**src/common/lcd_consts.svh**
```systemverilog
//########################################
// shared constants for the LCD front panel
// screen size, bus slot length, special
// character codes and the BPM display rule
//########################################
`ifndef LCD_CONSTS_SVH
`define LCD_CONSTS_SVH

// screen geometry, 4 lines of 16 characters
`define LCD_CHARS 64
// characters per DDRAM row (lines 1+3, then 2+4)
`define LCD_HALF_CHARS 32

// clocks per bus slot, must be even and at least 4
`define LCD_E_PERIOD 16

// special character codes from the HD44780 ROM
`define LCD_CURSOR_CHAR 8'h10
`define LCD_BLOCK_CHAR 8'hDB
`define LCD_SPACE 8'h20

// bpm shown = base + step * rate
`define BPM_BASE 30
`define BPM_STEP 5
// rates above this show the base value
`define RATE_MAX 154

`endif

```
**src/common/lcd_pkg.sv**
```systemverilog
//########################################
// LCD bus word, sequencer states and the
// HD44780 command opcodes used per frame
//########################################
package lcd_pkg;

    // one character code or command byte
    typedef logic [7:0] char_t;

    // write-only bus word, held for a whole slot
    typedef struct packed {
        logic  rs;     // 0 command, 1 data
        logic  rw;     // always write
        char_t data;
    } lcd_bus_t;

    // command opcodes
    typedef enum logic [7:0] {
        wake_set     = 8'h30,  // 8-bit interface wake-up
        clear        = 8'h01,
        home         = 8'h02,
        entry_mode   = 8'h06,  // increment, no shift
        display_on   = 8'h0E,  // display and cursor on
        cursor_shift = 8'h14,
        function_set = 8'h3C,  // 8-bit, 2 lines, 5x10
        line2_addr   = 8'hC0   // set DDRAM address 0x40
    } lcd_cmd_t;

    // sequencer states, one bus word each
    // except the two write states
    typedef enum logic [3:0] {
        st_wake1,
        st_wake2,
        st_wake3,
        st_clear,
        st_home,
        st_entry,
        st_display,
        st_shift,
        st_func,
        st_write_upper,
        st_jump_lower,
        st_write_lower,
        st_return_home
    } lcd_state_t;

endpackage

```
**src/common/panel_pkg.sv**
```systemverilog
//########################################
// front-panel settings of the LFO: which
// row is selected, wave shape, depth, rate
//########################################
package panel_pkg;

    // selected parameter row, 3 falls back to rate
    typedef enum logic [1:0] {
        sel_rate     = 2'd0,
        sel_wave     = 2'd1,
        sel_depth    = 2'd2,
        sel_rate_alt = 2'd3
    } param_sel_t;

    // wave shapes, codes 6 and 7 unused
    typedef enum logic [2:0] {
        sine        = 3'd0,
        square      = 3'd1,
        triangle    = 3'd2,
        ramp_up     = 3'd3,
        ramp_down   = 3'd4,
        sample_hold = 3'd5
    } wave_t;

    // full panel state, 16 bits
    typedef struct packed {
        param_sel_t  sel;
        wave_t       wave;
        logic [2:0]  depth;  // 0..4 valid
        logic [7:0]  rate;   // 0..154 valid
    } panel_t;

endpackage

```
**src/lcd_ctrl/lcd_bus_timer.sv**
```systemverilog
//########################################
// slot timer for the LCD bus: step strobe
// once per slot, enable high for the first
// half of each slot
//########################################
`timescale 1ns/1ps

module lcd_bus_timer #(
    parameter int E_PERIOD = 16
) (
    input  logic E,
    input  logic rst,
    output logic step,
    output logic lcd_en
);

    localparam int CW = $clog2(E_PERIOD);
    localparam logic [CW-1:0] LAST = CW'(E_PERIOD - 1);
    // count value in the last high cycle of lcd_en
    localparam logic [CW-1:0] HALF = CW'(E_PERIOD / 2 - 1);

    logic [CW-1:0] cnt;

    // free-running down-counter, reloads on zero
    always_ff @(posedge E or negedge rst) begin
        if (!rst) begin
            cnt <= LAST;
        end else if (cnt == '0) begin
            cnt <= LAST;
        end else begin
            cnt <= cnt - 1'b1;
        end
    end

    // strobe in the cycle after the wrap
    always_ff @(posedge E or negedge rst) begin
        if (!rst) begin
            step <= 1'b0;
        end else begin
            step <= (cnt == '0);
        end
    end

    // rises with the new bus word, falls mid-slot
    // so the display samples a settled word
    always_ff @(posedge E or negedge rst) begin
        if (!rst) begin
            lcd_en <= 1'b0;
        end else if (step) begin
            lcd_en <= 1'b1;
        end else if (cnt == HALF) begin
            lcd_en <= 1'b0;
        end
    end

endmodule

```
**src/lcd_ctrl/lcd_sequencer.sv**
```systemverilog
//########################################
// frame FSM of the LCD panel: nine setup
// commands, 64 character writes split over
// two DDRAM rows, then return home
//########################################
`timescale 1ns/1ps
`include "lcd_consts.svh"

module lcd_sequencer (
    input  logic             E,
    input  logic             rst,
    input  logic             step,
    input  lcd_pkg::char_t   char_code,
    output logic [5:0]       char_index,
    output logic             latch,
    output lcd_pkg::lcd_bus_t bus
);

    lcd_pkg::lcd_state_t state;

    // command word, rs low
    function automatic lcd_pkg::lcd_bus_t cmd_word(input lcd_pkg::lcd_cmd_t cmd);
        lcd_pkg::lcd_bus_t w;
        w.rs   = 1'b0;
        w.rw   = 1'b0;
        w.data = cmd;
        return w;
    endfunction

    // data word, rs high
    function automatic lcd_pkg::lcd_bus_t char_word(input lcd_pkg::char_t code);
        lcd_pkg::lcd_bus_t w;
        w.rs   = 1'b1;
        w.rw   = 1'b0;
        w.data = code;
        return w;
    endfunction

    // settings snapshot taken while the last setup word goes out,
    // so the composer is stable before the first character
    assign latch = step && (state == lcd_pkg::st_func);

    always_ff @(posedge E or negedge rst) begin
        if (!rst) begin
            state      <= lcd_pkg::st_wake1;
            char_index <= '0;
            bus        <= '0;
        end else if (step) begin
            case (state)
                // wake-up sequence, same opcode three times
                lcd_pkg::st_wake1: begin
                    bus   <= cmd_word(lcd_pkg::wake_set);
                    state <= lcd_pkg::st_wake2;
                end
                lcd_pkg::st_wake2: begin
                    bus   <= cmd_word(lcd_pkg::wake_set);
                    state <= lcd_pkg::st_wake3;
                end
                lcd_pkg::st_wake3: begin
                    bus   <= cmd_word(lcd_pkg::wake_set);
                    state <= lcd_pkg::st_clear;
                end
                lcd_pkg::st_clear: begin
                    bus   <= cmd_word(lcd_pkg::clear);
                    state <= lcd_pkg::st_home;
                end
                lcd_pkg::st_home: begin
                    bus   <= cmd_word(lcd_pkg::home);
                    state <= lcd_pkg::st_entry;
                end
                lcd_pkg::st_entry: begin
                    bus   <= cmd_word(lcd_pkg::entry_mode);
                    state <= lcd_pkg::st_display;
                end
                lcd_pkg::st_display: begin
                    bus   <= cmd_word(lcd_pkg::display_on);
                    state <= lcd_pkg::st_shift;
                end
                lcd_pkg::st_shift: begin
                    bus   <= cmd_word(lcd_pkg::cursor_shift);
                    state <= lcd_pkg::st_func;
                end
                lcd_pkg::st_func: begin
                    bus   <= cmd_word(lcd_pkg::function_set);
                    state <= lcd_pkg::st_write_upper;
                end
                // first DDRAM row, lines 1 and 3
                lcd_pkg::st_write_upper: begin
                    bus        <= char_word(char_code);
                    char_index <= char_index + 6'd1;
                    if (char_index == 6'(`LCD_HALF_CHARS - 1)) begin
                        state <= lcd_pkg::st_jump_lower;
                    end
                end
                lcd_pkg::st_jump_lower: begin
                    bus   <= cmd_word(lcd_pkg::line2_addr);
                    state <= lcd_pkg::st_write_lower;
                end
                // second row, lines 2 and 4
                lcd_pkg::st_write_lower: begin
                    bus        <= char_word(char_code);
                    char_index <= char_index + 6'd1;
                    if (char_index == 6'(`LCD_CHARS - 1)) begin
                        state <= lcd_pkg::st_return_home;
                    end
                end
                lcd_pkg::st_return_home: begin
                    bus        <= cmd_word(lcd_pkg::home);
                    char_index <= '0;
                    state      <= lcd_pkg::st_wake1;
                end
                default: begin
                    state <= lcd_pkg::st_wake1;
                end
            endcase
        end
    end

endmodule

```
**src/verilog/lcd_panel_top.sv**
```systemverilog
//########################################
// LCD front panel of the LFO generator,
// drives an HD44780 4x16 display from the
// panel settings, frame repeats forever
//########################################
`timescale 1ns/1ps
`include "lcd_consts.svh"

module lcd_panel_top (
    input  logic              E,
    input  logic              rst,
    input  panel_pkg::panel_t panel,
    output lcd_pkg::lcd_bus_t bus,
    output logic              lcd_en
);

    logic           step;
    logic           latch;
    logic [5:0]     char_index;
    lcd_pkg::char_t char_code;

    // slot timing
    lcd_bus_timer #(
        .E_PERIOD (`LCD_E_PERIOD)
    ) lcd_bus_timer_i (
        .E      (E),
        .rst    (rst),
        .step   (step),
        .lcd_en (lcd_en)
    );

    // command and character sequence
    lcd_sequencer lcd_sequencer_i (
        .E          (E),
        .rst        (rst),
        .step       (step),
        .char_code  (char_code),
        .char_index (char_index),
        .latch      (latch),
        .bus        (bus)
    );

    // screen content lookup
    screen_composer screen_composer_i (
        .E          (E),
        .rst        (rst),
        .latch      (latch),
        .panel      (panel),
        .char_index (char_index),
        .char_code  (char_code)
    );

endmodule

```
**src/verilog/screen_composer.sv**
```systemverilog
//########################################
// holds the panel settings for one frame
// and returns the character code at any
// screen index, zero-cycle lookup
//########################################
`timescale 1ns/1ps
`include "lcd_consts.svh"

module screen_composer (
    input  logic              E,
    input  logic              rst,
    input  logic              latch,
    input  panel_pkg::panel_t panel,
    input  logic [5:0]        char_index,
    output lcd_pkg::char_t    char_code
);

    // static text pieces
    localparam logic [0:15][7:0] TITLE_TEXT = " LFO GENERATOR  ";
    localparam logic [0:6][7:0]  RATE_TEXT  = " RATE: ";
    localparam logic [0:4][7:0]  BPM_TEXT   = " BPM ";
    localparam logic [0:6][7:0]  WAVE_TEXT  = " WAVE: ";
    localparam logic [0:7][7:0]  DEPTH_TEXT = " DEPTH: ";

    panel_pkg::panel_t panel_q;

    lcd_pkg::char_t cur_rate;
    lcd_pkg::char_t cur_wave;
    lcd_pkg::char_t cur_depth;
    logic [0:7][7:0] name;
    logic [2:0] depth_lvl;
    lcd_pkg::char_t [0:4] bar;
    logic [9:0] bpm;
    logic [3:0] d_hund;
    logic [3:0] d_tens;
    logic [3:0] d_ones;
    lcd_pkg::char_t [0:2] digits;
    logic [0:`LCD_CHARS-1][7:0] screen;

    // name padded to 8 cells, unused codes show sine
    function automatic logic [0:7][7:0] wave_name(input panel_pkg::wave_t w);
        case (w)
            panel_pkg::square:      return "SQUARE  ";
            panel_pkg::triangle:    return "TRIANGLE";
            panel_pkg::ramp_up:     return "RAMP UP ";
            panel_pkg::ramp_down:   return "RAMPDOWN";
            panel_pkg::sample_hold: return "S & H   ";
            default:                return "SINE    ";
        endcase
    endfunction

    // one snapshot per frame
    always_ff @(posedge E or negedge rst) begin
        if (!rst) begin
            panel_q <= '0;
        end else if (latch) begin
            panel_q <= panel;
        end
    end

    // cursor marks
    always_comb begin
        cur_rate  = `LCD_SPACE;
        cur_wave  = `LCD_SPACE;
        cur_depth = `LCD_SPACE;
        case (panel_q.sel)
            panel_pkg::sel_wave:  cur_wave  = `LCD_CURSOR_CHAR;
            panel_pkg::sel_depth: cur_depth = `LCD_CURSOR_CHAR;
            // sel_rate and sel_rate_alt
            default:              cur_rate  = `LCD_CURSOR_CHAR;
        endcase
    end

    assign name = wave_name(panel_q.wave);

    // depth bar, out of range levels show one block
    assign depth_lvl = (panel_q.depth > 3'd4) ? 3'd0 : panel_q.depth;

    always_comb begin
        for (int i = 0; i < 5; i++) begin
            bar[i] = (3'(i) <= depth_lvl) ? `LCD_BLOCK_CHAR : `LCD_SPACE;
        end
    end

    // bpm value, 30..800
    assign bpm = (panel_q.rate > 8'(`RATE_MAX)) ? 10'(`BPM_BASE)
               : 10'(`BPM_BASE + `BPM_STEP * int'(panel_q.rate));

    // decimal split
    assign d_hund = 4'(bpm / 10'd100);
    assign d_tens = 4'((bpm / 10'd10) % 10'd10);
    assign d_ones = 4'(bpm % 10'd10);

    // blank the hundreds digit when zero, tens is never leading
    assign digits[0] = (d_hund == 4'd0) ? `LCD_SPACE : (8'h30 + {4'h0, d_hund});
    assign digits[1] = 8'h30 + {4'h0, d_tens};
    assign digits[2] = 8'h30 + {4'h0, d_ones};

    // whole screen in index order
    assign screen = {TITLE_TEXT,
                     cur_rate, RATE_TEXT, digits, BPM_TEXT,
                     cur_wave, WAVE_TEXT, name,
                     cur_depth, DEPTH_TEXT, bar, `LCD_SPACE, `LCD_SPACE};

    assign char_code = screen[char_index];

endmodule
```
**config.mk**
```make
export PLATFORM = sky130hd
export DESIGN_NAME = lcd_panel_top
export DESIGN_NICKNAME = d
export VERILOG_FILES = /design/src/common/lcd_pkg.sv /design/src/common/panel_pkg.sv /design/src/lcd_ctrl/lcd_bus_timer.sv /design/src/lcd_ctrl/lcd_sequencer.sv /design/src/verilog/lcd_panel_top.sv /design/src/verilog/screen_composer.sv
export VERILOG_INCLUDE_DIRS = /design/src /design/src/common
export SDC_FILE = /design/constraint.sdc
export NUM_CORES = 1
export LEC_CHECK = 0
export CELL_PAD_IN_SITES_DETAIL_PLACEMENT = 1
export CELL_PAD_IN_SITES_GLOBAL_PLACEMENT = 1
export CORE_MARGIN = 8
export CORE_UTILIZATION = 52
export CTS_CLUSTER_DIAMETER = 30
export DETAILED_ROUTE_END_ITERATION = 6
export DONT_BUFFER_PORTS = 1
export PLACE_DENSITY_LB_ADDON = 0.12
export SYNTH_ARGS = -nofsm -noshare
export SYNTH_HDL_FRONTEND = slang
export SYNTH_SLANG_ARGS = --single-unit
export TNS_END_PERCENT = 30
```
**constraint.sdc**
```tcl
create_clock -name E -period 17.15 [get_ports E]
set_clock_uncertainty 0.15 [all_clocks]
set_input_delay 0.8575 -clock E [delete_from_list [all_inputs] [get_ports E]]
set_output_delay 0.8575 -clock E [all_outputs]
set_load 0.1 [all_outputs]
```
==> flow_metrics.py, run 1 <==
metrics = {
    "detailed_routing": {
        "routed_via_density": 6.76,
        "route.detailed.drc": 0,
        "wire_per_inst_um": 20.4,
        "dr.pass1.iters": 4,
        "ant_nets": 0,
        "drtIter0Drc": 550,
        "num_vias": 6201,
        "routed_wl_mm": 18.7,
    },
    "floorplanning": {
        "ios": 29,
        "dieArea_um2": 15000,
        "rows": 39,
        "dieHeight_um": 123,
        "die_x_um": 123,
        "core-area_um2": 11300,
        "start_util": 0.524,
    },
    "placed_design": {
        "place_area_um2": 5860,
        "dpl.hpwl_mm": 13.9,
        "place_ws_ns": 9.06,
        "gp_congestion": 0.893,
        "numPortBuffers": 0,
        "placed_cells": 909,
    },
    "clock_network": {
        "insertion_delay_ns": 0.29,
        "cts.clk_slew.worst_paths_ns": 0.06,
        "cts.path.max_buffers": 2,
        "cts_tree": "done",
        "cts_inserted_buffers": 5,
        "cts.sinks": 41,
        "post_cts_resized": 0,
        "post_cts_buffers": 0,
        "hold_buffers": 0,
        "cts_root_buf": "clkbuf_16",
        "htree_num_levels": 2,
    },
    "sta": {
        "setup_slack_ns": 9.00,
        "setup_viol": 0,
        "rsz0062_at_grt": "no",
        "slew_headroom": 0.215,
        "min_period_ns": 8.15,
        "finalSetupTns_ns": 0,
        "hold_viol": 0,
        "post-route-period-util": 0.475,
        "fmax_ghz": 0.123,
        "maxSlewViolCount": 0,
        "tightest_slew_ns": 1.17,
    },
    "cells_and_area": {
        "layout_commonest_cell": "nand2_1",
        "fillers": 1465,
        "seqCellArea_um2": 1030,
        "layout_common_cells": "99 x nand2_1, 79 x o21ai_0, 69 x nor2_1, 63 x a21oi_1, 49 x inv_1",
        "multi_input_area_um2": 4410,
        "fin_util": 0.532,
        "n_antenna_cell": 0,
        "fin_area_um2": 6000,
        "fin_cells": 917,
        "drive_above_1_share": 0.0827,
        "layout.nets": 833,
        "syn_to_final_growth_pct": 1.50,
    },
    "setup_path": {
        "worst_r2r_path_depth": 28,
        "arrival_ns": 8.16,
        "cp-start-kind": "flip-flop",
        "worstPathRequired_ns": 17.16,
        "end_kind": "flip-flop",
        "timing.rr.end": "lcd_sequencer_i.bus[2]",
        "crit_type": "reg -> reg",
        "slowest_delay_ns": 0.73,
        "critPathMaxFanout": 21,
        "cp.buffers_inverters": 2,
        "ff2ff_setup_slack_ns": 9.00,
        "rr_startpoint": "screen_composer_i.panel_q[1]",
        "path_delay_family": "simple AND/OR/NAND/NOR gates",
        "cp_slowest_cell": "and3_1",
    },
    "synthesis": {
        "synthesis.instances": 818,
        "synth_edf_count": 0,
        "async_reset_ff_frac": 1.00,
        "synthTopCellsByArea": "dfrtp_1 16%, ha_1 8.3%, o21ai_0 6.7%, nand2_1 6.3%, a21oi_1 5.3%",
        "synth_nets": 878,
        "ys_types": 92,
        "syn_avg_cell_area_um2": 7.22,
        "synth.yosys.warnings": 0,
        "ys_ff_latch": 41,
        "yosys.area.top_type": "dfrtp_1",
        "synth_top_area_share": 0.157,
        "seq_area_frac_synth": 0.174,
        "synthFlopType": "dfrtp_1",
        "syn-cell-area_um2": 5910,
    },
    "pwr": {
        "ir_worst_vdd_mv": 0.0545,
        "p_leak_uw": 0.00245,
        "power.density_nw_per_um2": 31.6,
    },
    "grt": {
        "grt_pass1_wl_mm": 31.4,
        "grt_pass1_vias": 6160,
        "grt_max_degree": 47,
        "antenna_found_initial": 0,
        "track_usage": 0.254,
        "overflow": 0,
    },
    "flow_run": {
        "maxCapViolCount": 0,
    },
    "status": {
        "status": "complete, no violations",
    },
    "worst_hold_path": {
        "holdCritPathClass": "in -> async",
    },
}
==> area by class of cell <==
type / count / share of cell area
flip-flops and latches: 41 / 0.172
clock inverters: 1 / 0.000834
clock buffers: 7 / 0.0221
well taps: 143 / 0.0298
repair buffers: 6 / 0.00751
inverters: 51 / 0.0319
multi-input cells: 668 / 0.736
==> cells in the mapped netlist, types with 8 or more instances <==
library cell	n
a311oi_1	9
nor4_1	8
o21ai_0	79
ha_1	39
xnor2_1	16
nor3_1	25
a21oi_1	63
clkbuf_1	37
nand4_1	11
dfrtp_1	37
inv_1	49
a31oi_1	16
a211oi_1	18
nand2_1	99
mux2_2	10
nor2_1	70
a2111oi_0	8
nand3_1	27
==> sequential cells by signal (all words and copies together) (netlist names) <==
register,count
lcd_bus_timer_i.step,1
lcd_sequencer_i.state,4
lcd_sequencer_i.char_index,6
lcd_bus_timer_i.lcd_en,1
lcd_bus_timer_i.cnt,4
screen_composer_i.panel_q,16
lcd_sequencer_i.bus,9
==> layer usage <==
layer  wire length (um)  vias to the layer above  part of all wire  global-route usage
met5                  0                        -                 0                   0
met4                185                        0            0.0099              0.0533
met3               1280                       19             0.068              0.0428
met2               8390                      169              0.45               0.395
met1               8880                     3068              0.47               0.361
li1                   -                     2945                 -                   -
==> cell families after synthesis <==
logic type,after synthesis,share of synthesized area
XOR/XNOR,21,0.0311
flip-flops,41,0.174
adder cells (fa/ha/maj),45,0.0978
AO/OA/AOI/OAI,301,0.358
multiplexers,18,0.0347
AND/OR/NAND/NOR,282,0.224
other,1,0.000635
buffers and inverters,109,0.0790
==> report_power, final <==
| group | internal [uW] | switching [uW] |
|---|---|---|
| registers | 96.8 | 0 |
| clock network | 53.8 | 38.1 |
| logic | 0.0361 | 0.955 |
| total | 151 | 39.0 |
==> per-stage QoR <==
step           hold slack [ns]  power (uW)
3_5_place_dp             0.324        99.5
2_1_floorplan            0.288        99.7
6_report                 0.107         190
3_3_place_gp             0.300        99.5
5_1_grt                 0.0996         195
4_1_cts                  0.103         191
==> how the worst max path moves through the flow <==
stage                                  end  slack (ns)  cells after the start                          from
floorplan           lcd_sequencer_i.bus[2]        9.66                     33  screen_composer_i.panel_q[1]
global placement    lcd_sequencer_i.bus[2]        9.33                     29  screen_composer_i.panel_q[1]
detailed placement  lcd_sequencer_i.bus[2]        9.06                     28  screen_composer_i.panel_q[1]
CTS                 lcd_sequencer_i.bus[2]        9.03                     28  screen_composer_i.panel_q[1]
global route        lcd_sequencer_i.bus[2]        8.37                     28  screen_composer_i.panel_q[1]
finish              lcd_sequencer_i.bus[2]        9.00                     28  screen_composer_i.panel_q[1]
(Power assumes the default switching activity.)
==> run 2: changes to the inputs <==
CORE_UTILIZATION = 44   (was 52)
clock period = 6.5 ns   (was 17.15 ns; I/O delays follow)
==> run 2 against run 1 <==
The run now ends with setup timing left. Global-route usage shrank 0.40 points. Wire length increased by 19%. Power grew to 2.9 times the previous value. Clock power increased to 3.2 times the previous value. Setup slack worse by 9.6 ns. Maximum frequency is 15% higher. Sequential power increased to 2.6 times the previous value. Critical path depth is 2 higher. First-iteration DRC count down 4.5%. Die area up 16%. Register-to-register slack lost 9.6 ns. Sequential cell count did not move. Largest cell class unchanged. Largest power group is now the clock network.
==> flow_metrics.py, run 2 (synthesized netlist as in run 1, its figures left out) <==
metrics = {
    "pwr": {
        "power.share.clock": 0.527,
        "combPwrFrac": 0.017,
        "p_int_uw": 449,
        "pwr-share-seq": 0.457,
        "power.density_nw_per_um2": 75.7,
        "swShare": 0.197,
        "ir_worst_vdd_mv": 0.0986,
        "power_switching_uw": 110,
        "p_leak_uw": 0.00309,
    },
    "setup_path": {
        "arrival_ns": 7.08,
        "rr_startpoint": "screen_composer_i.panel_q[3]",
        "critPathMaxFanout": 5,
        "cp-start-kind": "flip-flop",
        "cp_slowest_cell": "fa_1",
        "end_kind": "flip-flop",
        "crit_type": "reg -> reg",
        "worst_r2r_path_depth": 30,
        "worstPathRequired_ns": 6.51,
        "slowest_delay_ns": 0.57,
        "cp_common_cell": "inv_2",
        "startpoint": "screen_composer_i.panel_q[3]",
    },
    "detailed_routing": {
        "dr.pass1.iters": 7,
        "drtIter0Drc": 525,
        "ant_nets": 0,
        "routed_via_density": 6.43,
        "routed_wl_mm": 22.3,
        "wire_per_inst_um": 20.9,
        "num_vias": 6857,
        "route.detailed.drc": 0,
    },
    "clock_network": {
        "cts.path.max_buffers": 2,
        "cts_root_buf": "clkbuf_16",
        "insertion_delay_ns": 0.29,
        "cts.clk_slew.worst_paths_ns": 0.06,
        "htree_num_levels": 2,
        "cts.sinks": 41,
        "cts_inserted_buffers": 5,
        "cts_tree": "done",
    },
    "cells_and_area": {
        "largestRegisters": "screen_composer_i.panel_q (16), lcd_sequencer_i.bus (9), lcd_sequencer_i.char_index (6)",
        "drive_above_1_share": 0.264,
        "layout_commonest_cell": "buf_4",
        "n_antenna_cell": 0,
        "fin_area_um2": 7390,
        "fin_util": 0.560,
        "regMostFlops": "screen_composer_i.panel_q",
        "largest_reg_flops": 16,
        "layout_common_cells": "115 x buf_4, 97 x nand2_1, 71 x o21ai_0, 64 x nor2_1, 58 x a21oi_1",
        "layout.nets": 950,
        "fillers": 1662,
        "syn_to_final_growth_pct": 25.0,
    },
    "floorplanning": {
        "core-area_um2": 13200,
        "die_x_um": 132,
        "start_util": 0.448,
        "rows": 42,
        "ios": 29,
        "dieHeight_um": 132,
        "dieArea_um2": 17400,
    },
    "sta": {
        "rsz0062_at_grt": "yes",
        "tightest_slew_ns": 1.06,
        "setup_slack_ns": -0.568,
        "maxSlewViolCount": 0,
        "slew_headroom": 0.290,
        "min_period_ns": 7.07,
        "fmax_ghz": 0.141,
        "hold_viol": 0,
        "setup_viol": 3,
        "post-route-period-util": 1.09,
    },
    "grt": {
        "antenna_found_initial": 0,
        "track_usage": 0.250,
        "overflow": 0,
        "grt_pass1_vias": 7054,
        "grt_max_degree": 47,
        "grt_pass1_wl_mm": 36.7,
    },
    "placed_design": {
        "dpl.hpwl_mm": 16.4,
        "numPortBuffers": 0,
        "gp_congestion": 0.911,
        "place_area_um2": 6790,
    },
    "status": {
        "violations": "setup timing",
        "status": "finished with violations",
    },
    "worst_hold_path": {
        "holdCritPathClass": "in -> reg",
        "hold_start": "panel[1]",
        "hold_path_depth": 2,
    },
    "flow_run": {
        "maxCapViolCount": 0,
    },
}
-- run 2: cell type report --
| class | instances | area, um2 | share of cell area |
|---|---|---|---|
| Inverter | 51 | 191 | 0.0259 |
| Timing Repair Buffer | 122 | 958 | 0.130 |
| Sequential cell | 41 | 1030 | 0.140 |
| Clock buffer | 7 | 143 | 0.0193 |
| Clock inverter | 1 | 30.0 | 0.00406 |
| Tap cell | 176 | 220 | 0.0298 |
| Multi-Input combinational cell | 669 | 4810 | 0.651 |
-- run 2: final timing paths --
kind                                           endpoint  slack, ns
setup / recovery                 lcd_sequencer_i.bus[2]      -0.57
hold / removal             screen_composer_i.panel_q[1]      0.009
setup reg to reg                 lcd_sequencer_i.bus[2]      -0.57
hold reg to reg                  lcd_bus_timer_i.cnt[0]       0.32
max in group asynchronous        lcd_bus_timer_i.cnt[0]       5.56
min in group asynchronous        lcd_sequencer_i.bus[3]       0.36
-- run 2: routing by layer --
metal | vias up | part of all wire | global-route usage
li1 | 3180 | - | -
met1 | 3408 | 0.46 | 0.328
met2 | 222 | 0.46 | 0.403
met3 | 47 | 0.059 | 0.0526
met4 | 0 | 0.021 | 0.0696
met5 | - | 0 | 0
-- run 2: power by group through the flow --
stage / Clock, uW / Sequential, uW / Combinational [uW]
2_1_floorplan: 0 / 260 / 3.06
3_3_place_gp: 0 / 260 / 2.59
3_5_place_dp: 0 / 260 / 2.59
4_1_cts: 299 / 255 / 9.89
5_1_grt: 306 / 255 / 10.9
6_report: 294 / 255 / 9.47
-- run 2: worst max-delay path: cells and delay by family (launching register included) --
family                     cells  cell delay [ns]
buffers and inverters          5             0.40
and+or+nand+nor                7             1.92
AOI/OAI and AO/OA             12             2.28
adders and majority gates      4             1.35
muxes                          1             0.29
xor gates and xnor gates       1             0.12
DFF                            1             0.42
-- run 2: timing repair --
action / CTS / global route
buffers inserted: 9 / 3
gates cloned: 1 / 0
hold buffers: 2 / 0
endpoints found under the setup margin: 3 / 3
gates resized for setup: 41 / 21
pin swaps: 26 / 18
hold endpoints to repair: 41 / 0
-- run 2: per-stage QoR --
stage	hold WS, ns	std cells	power [uW]	worst slack, ns	setup TNS, ns
after floorplan	-0.121	818	263	-0.496	-0.974
after global placement	-0.118	1044	263	-0.458	-0.861
after detailed placement	-0.118	1044	263	-0.755	-1.68
after CTS	0.00602	1064	565	-0.475	-0.894
after global routing	0.0209	1067	572	-0.811	-1.88
final	0.00922	1067	559	-0.568	-1.15
